<file path="config.mk">
export PLATFORM = sky130hd
export DESIGN_NAME = cache_refill
export DESIGN_NICKNAME = d
export VERILOG_FILES = /design/src/cache_pkg.sv /design/src/cache_refill.sv
export SDC_FILE = /design/constraint.sdc
export NUM_CORES = 1
export LEC_CHECK = 0
export BUFFER_PORTS_ARGS = -buffer_cell sky130_fd_sc_hd__buf_2
export CAP_MARGIN = 20
export CORE_ASPECT_RATIO = 1.4
export CORE_MARGIN = 2
export CORE_UTILIZATION = 25
export DETAILED_ROUTE_END_ITERATION = 16
export PLACE_DENSITY = 0.6
export SLEW_MARGIN = 20
export SYNTH_ARGS = -nofsm -noshare
export SYNTH_HDL_FRONTEND = slang
export SYNTH_SLANG_ARGS = --single-unit
</file>
<file path="constraint.sdc">
create_clock -name clk -period 2.1 [get_ports clk]
set_input_delay 0.105 -clock clk [delete_from_list [all_inputs] [get_ports clk]]
set_output_delay 0.105 -clock clk [all_outputs]
set_load 0.03 [all_outputs]
</file>
<file path="src/cache_pkg.sv">
// cache geometry localparams and the refill FSM state type
package cache_pkg;

  // byte address layout: {tag, index, byte offset}
  localparam int ADDR_W = 32;
  localparam int OFF_W  = 6;                        // 64-byte lines
  localparam int IDX_W  = 4;
  localparam int TAG_W  = ADDR_W - IDX_W - OFF_W;   // 22

  // line geometry
  localparam int NUM_LINES      = 1 << IDX_W;       // 16 lines
  localparam int WORDS_PER_LINE = 16;               // also the burst length
  localparam int WORD_OFF_W     = 4;                // word index in a line

  // memory master burstcount width
  localparam int BURST_W = 5;

  // refill controller states
  typedef enum logic [1:0] {
    ST_IDLE      = 2'd0,  // serving hits, waiting for a miss
    ST_WRITEBACK = 2'd1,  // dirty victim going out
    ST_REFILL    = 2'd2   // missing line coming in
  } refill_state_e;

endpackage

</file>
<file path="src/cache_refill.sv">
// cache_refill: miss FSM driving the write-back burst and the refill burst on the memory master
`timescale 1ns/1ps

module cache_refill (
  input  logic                             clk,
  input  logic                             rst_n,

  // miss requests from the ports
  input  logic                             miss_a_i,
  input  logic                             miss_b_i,
  input  logic [cache_pkg::ADDR_W-1:0]     addr_a_i,
  input  logic [cache_pkg::ADDR_W-1:0]     addr_b_i,

  // victim line, selected by miss_idx_o
  input  logic                             victim_dirty_i,
  input  logic [cache_pkg::TAG_W-1:0]      victim_tag_i,
  input  logic [31:0]                      lkup_data_i,

  // to the line array
  output cache_pkg::refill_state_e         state_o,
  output logic [cache_pkg::IDX_W-1:0]      miss_idx_o,
  output logic [cache_pkg::WORD_OFF_W-1:0] fill_woff_o,
  output logic                             fill_we_o,
  output logic                             fill_last_o,
  output logic [cache_pkg::TAG_W-1:0]      fill_tag_o,

  // memory master
  output logic [cache_pkg::ADDR_W-1:0]     m_address_o,
  output logic                             m_read_o,
  output logic                             m_write_o,
  output logic [31:0]                      m_writedata_o,
  input  logic [31:0]                      m_readdata_i,
  input  logic                             m_waitrequest_i,
  input  logic                             m_readdatavalid_i
);

  localparam logic [cache_pkg::WORD_OFF_W-1:0] LAST_WORD =
    cache_pkg::WORD_OFF_W'(cache_pkg::WORDS_PER_LINE - 1);

  cache_pkg::refill_state_e           state_q;
  logic [cache_pkg::WORD_OFF_W-1:0]   cnt_q;
  logic [cache_pkg::TAG_W-1:0]        tag_q;
  logic [cache_pkg::IDX_W-1:0]        idx_q;
  logic [cache_pkg::TAG_W-1:0]        req_tag;
  logic [cache_pkg::IDX_W-1:0]        req_idx;
  logic                               req_any;

  // port A has priority, B keeps missing until its turn
  assign req_any = miss_a_i || miss_b_i;
  assign req_tag = miss_a_i ? addr_a_i[cache_pkg::ADDR_W-1 -: cache_pkg::TAG_W]
                            : addr_b_i[cache_pkg::ADDR_W-1 -: cache_pkg::TAG_W];
  assign req_idx = miss_a_i ? addr_a_i[cache_pkg::OFF_W +: cache_pkg::IDX_W]
                            : addr_b_i[cache_pkg::OFF_W +: cache_pkg::IDX_W];

  // victim must be visible in the same cycle the miss is taken
  assign miss_idx_o = (state_q == cache_pkg::ST_IDLE) ? req_idx : idx_q;

  assign state_o       = state_q;
  assign fill_woff_o   = cnt_q;
  assign fill_tag_o    = tag_q;
  assign fill_we_o     = (state_q == cache_pkg::ST_REFILL) && m_readdatavalid_i;
  assign fill_last_o   = fill_we_o && (cnt_q == LAST_WORD);
  assign m_writedata_o = lkup_data_i;  // follows cnt_q, moves only after an accepted beat

  always_ff @(posedge clk) begin
    if (state_q == cache_pkg::ST_IDLE && req_any) begin
      tag_q <= req_tag;
      idx_q <= req_idx;
    end
  end

  always_ff @(posedge clk or negedge rst_n) begin
    if (!rst_n) begin
      state_q     <= cache_pkg::ST_IDLE;
      cnt_q       <= '0;
      m_address_o <= '0;
      m_read_o    <= 1'b0;
      m_write_o   <= 1'b0;
    end else begin
      case (state_q)
        cache_pkg::ST_IDLE: begin
          cnt_q <= '0;
          if (req_any) begin
            if (victim_dirty_i) begin
              state_q     <= cache_pkg::ST_WRITEBACK;
              m_address_o <= {victim_tag_i, req_idx, cache_pkg::OFF_W'(0)};
              m_write_o   <= 1'b1;
            end else begin
              state_q     <= cache_pkg::ST_REFILL;
              m_address_o <= {req_tag, req_idx, cache_pkg::OFF_W'(0)};
              m_read_o    <= 1'b1;
            end
          end
        end

        cache_pkg::ST_WRITEBACK: begin
          if (!m_waitrequest_i) begin
            if (cnt_q == LAST_WORD) begin
              cnt_q       <= '0;
              m_write_o   <= 1'b0;
              state_q     <= cache_pkg::ST_REFILL;
              m_address_o <= {tag_q, idx_q, cache_pkg::OFF_W'(0)};
              m_read_o    <= 1'b1;
            end else begin
              cnt_q <= cnt_q + 1'b1;
            end
          end
        end

        cache_pkg::ST_REFILL: begin
          if (m_read_o && !m_waitrequest_i) begin
            m_read_o <= 1'b0;  // one command per burst
          end
          if (m_readdatavalid_i) begin
            if (cnt_q == LAST_WORD) begin
              cnt_q   <= '0;
              state_q <= cache_pkg::ST_IDLE;
            end else begin
              cnt_q <= cnt_q + 1'b1;
            end
          end
        end

        default: begin
          state_q <= cache_pkg::ST_IDLE;
        end
      endcase
    end
  end

endmodule

</file>
==> summary.txt <==
Run status
  • Status: complete, no violations

Synth
  • Synth cell types: 31
  • #FFs+latches synth: 60
  • Cells after synthesis: 317
  • Syn Std Cell Area: 3370 um^2
  • Ys Warns: 0
  • Top FF cell, synth: dfrtp_1
  • Synth async-reset ratio: 56.7%
  • Sequential element share of the synthesized area: 48.4%
  • Synthesized area per cell: 10.6 um^2
  • Post-synth EDFFs: 26

Clock tree
  • Inserted Clock Buffers: 9
  • Max clock buf depth: 2
  • Worst-path clk slew: 0.06 ns
  • Clk Latency, worst-skew pair: 0.32 ns
  • CTS tree: done
  • Root buf cell: clkbuf_16
  • # H-tree levels: 3
  • Post-cts resize count: 0
  • Setup Buffers After CTS: 0
  • Clock sink total: 60

Timing
  • Slew Limit Headroom: 39.2%
  • Max Fclk: 523 MHz
  • RSZ-0062 raised after global routing: false
  • Final Critical Period: 1.91 ns
  • Max-slew violations: 0
  • Final hold vios: 0
  • Min Hold Slack: 0.102 ns
  • Setup TNS: 0 ns
  • Final Cycle Share: 91.0%
  • Worst Skew: 0.00656 ns
  • Least-Margin Pin Slew: 0.911 ns
  • Setup-failing EPs final: 0

Global routing
  • Largest net degree at the start of global routing: 35
  • All-Layer GR Usage: 13.8%
  • Total global routing overflow: 0
  • First-pass GRT wire length: 14.9 mm
  • Number of global-route vias before repair: 2804
  • Antenna violations before repair: 0

Die
  • # rows: 50
  • Initial Utilization: 25.4%
  • Die Wd: 102 um
  • I/O pin cnt: 257
  • Core area: 13300 um^2
  • Die Span Y: 141 um
  • Die area: 14400 um^2

Flow run
  • Max cap viols: 0

Layout
  • Share of layout cells above drive strength 1: 49.1%
  • Post-route cell area: 4360 um^2
  • FF+latch area: 1630 um^2
  • ANT cells: 0
  • Layout area overhead: 29.4%
  • Multi-input logic area: 1330 um^2
  • Fin nets: 597
  • Fillers: 1409

Placement
  • GP Congestion: 0.852
  • Post-DP Area: 4060 um^2
  • DP HPWL: 7.15 mm
  • # port buffers: 142

Pwr
  • Peak VDD IR: 655 uV
  • Pwr Total: 0.00685 W
  • Pwr dens: 1570 nW/um^2
  • Leakage power: 2.04 nW

Setup path
  • Critical Path AT: 2.14 ns
  • Nature of the critical path startpoint: register
  • Critical Path Sink Type: register
  • CP max FO: 30
  • Critical path class: reg -> reg
  • CP required: 2.32 ns

Routing
  • Remaining DRCs: 0
  • Routed wire length per instance: 15.8 um
  • DRT iter0 DRCs: 102
  • Routed WL: 9.78 mm
  • Via count of the routed design: 2741
  • Drt via density: 4.42
  • Routed Antenna Nets: 0
  • Detailed Routing Iterations Pass 1: 4

Min path
  • Worst min-delay path class: in -> reg
## report_power, final
group	switching [W]	leakage (nW)	total (W)	internal (W)
Sequential	0.000255	0.662	0.00202	0.00177
Clock	0.000498	0.146	0.00140	0.000906
Combinational	0.00227	1.24	0.00342	0.00114
Total	0.00303	2.04	0.00685	0.00382
## flip-flops by register name (all words and copies together), names as in the netlist
| register | count |
|---|---|
| state_o | 2 |
| m_write_o | 1 |
| m_read_o | 1 |
| idx_q | 4 |
| fill_tag_o | 22 |
| fill_woff_o | 4 |
| m_address_o | 26 |
## path summary, 6_finish.rpt
path / from / endpoint / slack, ns / depth (start not counted)
worst max register to register: fill_woff_o[0]$_DFFE_PN0P_ / m_address_o[12]$_DFFE_PN0P_ / 0.19 / 5
min in group asynchronous: rst_n / m_address_o[27]$_DFFE_PN0P_ / 0.45 / 2
worst min register to register: m_address_o[18]$_DFFE_PN0P_ / m_address_o[18]$_DFFE_PN0P_ / 0.47 / 2
worst min-delay path: addr_a_i[24] / fill_tag_o[14]$_DFFE_PP_ / 0.10 / 2
worst max-delay path: fill_woff_o[0]$_DFFE_PN0P_ / m_address_o[12]$_DFFE_PN0P_ / 0.19 / 5
max in group asynchronous: rst_n / m_address_o[19]$_DFFE_PN0P_ / 1.07 / 2
## area by class of cell
type,instances,area share (%)
flip-flops and latches,60,37.4
clock buffers,10,5.25
clock inverters,6,1.26
repair buffers,156,19.4
inverters,12,1.03
multi-input cells,194,30.4
well taps,182,5.23
## per-stage QoR
stage,utilization [%],std cells,setup slack [ns]
after floorplan,-,322,0.138
after global placement,30.6,603,0.266
after detailed placement,30.6,603,0.203
after CTS,32.9,620,0.185
after global routing,32.9,620,0.0345
final,32.9,620,0.188
## cells in the mapped netlist (all sizes together), types with 6 or more instances
library cell | instances | area share, %
a21oi | 13 | 1.9
buf | 48 | 11
clkbuf | 8 | 0.89
dfrtp | 34 | 25
edfxtp | 26 | 23
ha | 7 | 2.6
inv | 12 | 1.3
mux2 | 22 | 7.4
mux2i | 6 | 1.8
nand2 | 31 | 3.5
nor2 | 34 | 3.8
o21ai | 11 | 1.6
o22ai | 23 | 4.3
o31ai | 24 | 8.3
## layer usage
layer  track usage (%)  routed length (um)  vias up
met3              3.94                 532       26
met4              5.96                 243        0
met2              23.9                5120      103
met5                 0                   0        -
li1                  -                   -     1317
met1              15.5                3880     1295
## timing repair
| item | 4_1_cts | 5_1_grt |
|---|---|---|
| setup endpoints to repair | 0 | 0 |
| hold buffers | 1 | 0 |
| hold endpoints to repair | 34 | 0 |
## cells in the final DEF, fill, tap and decap left out, types with 7 or more instances in the layout
cell / instances
buf_2: 142
nor2_1: 34
dfrtp_1: 34
nand2_1: 31
edfxtp_1: 26
o22ai_1: 23
mux2_2: 22
o31ai_2: 20
a21oi_1: 13
inv_1: 12
o21ai_0: 11
buf_4: 11
clkbuf_16: 9
ha_1: 7
## critical path, cell delays in order (launching register included)
cell,delay [ns]
dfrtp_1,0.43
ha_1,0.27
nand4b_1,0.22
a211o_2,0.44
buf_12,0.19
o31ai_2,0.26
## cells by family after synthesis
| logic type | synth area share [%] |
|---|---|
| AO/OA/AOI/OAI | 17.8 |
| buffers and inverters | 12.8 |
| other | 0.111 |
| adder cells (fa/ha/maj) | 2.60 |
| flip-flops | 48.4 |
| multiplexers | 9.14 |
| AND/OR/NAND/NOR | 9.14 |
(Power assumes the default switching activity.)
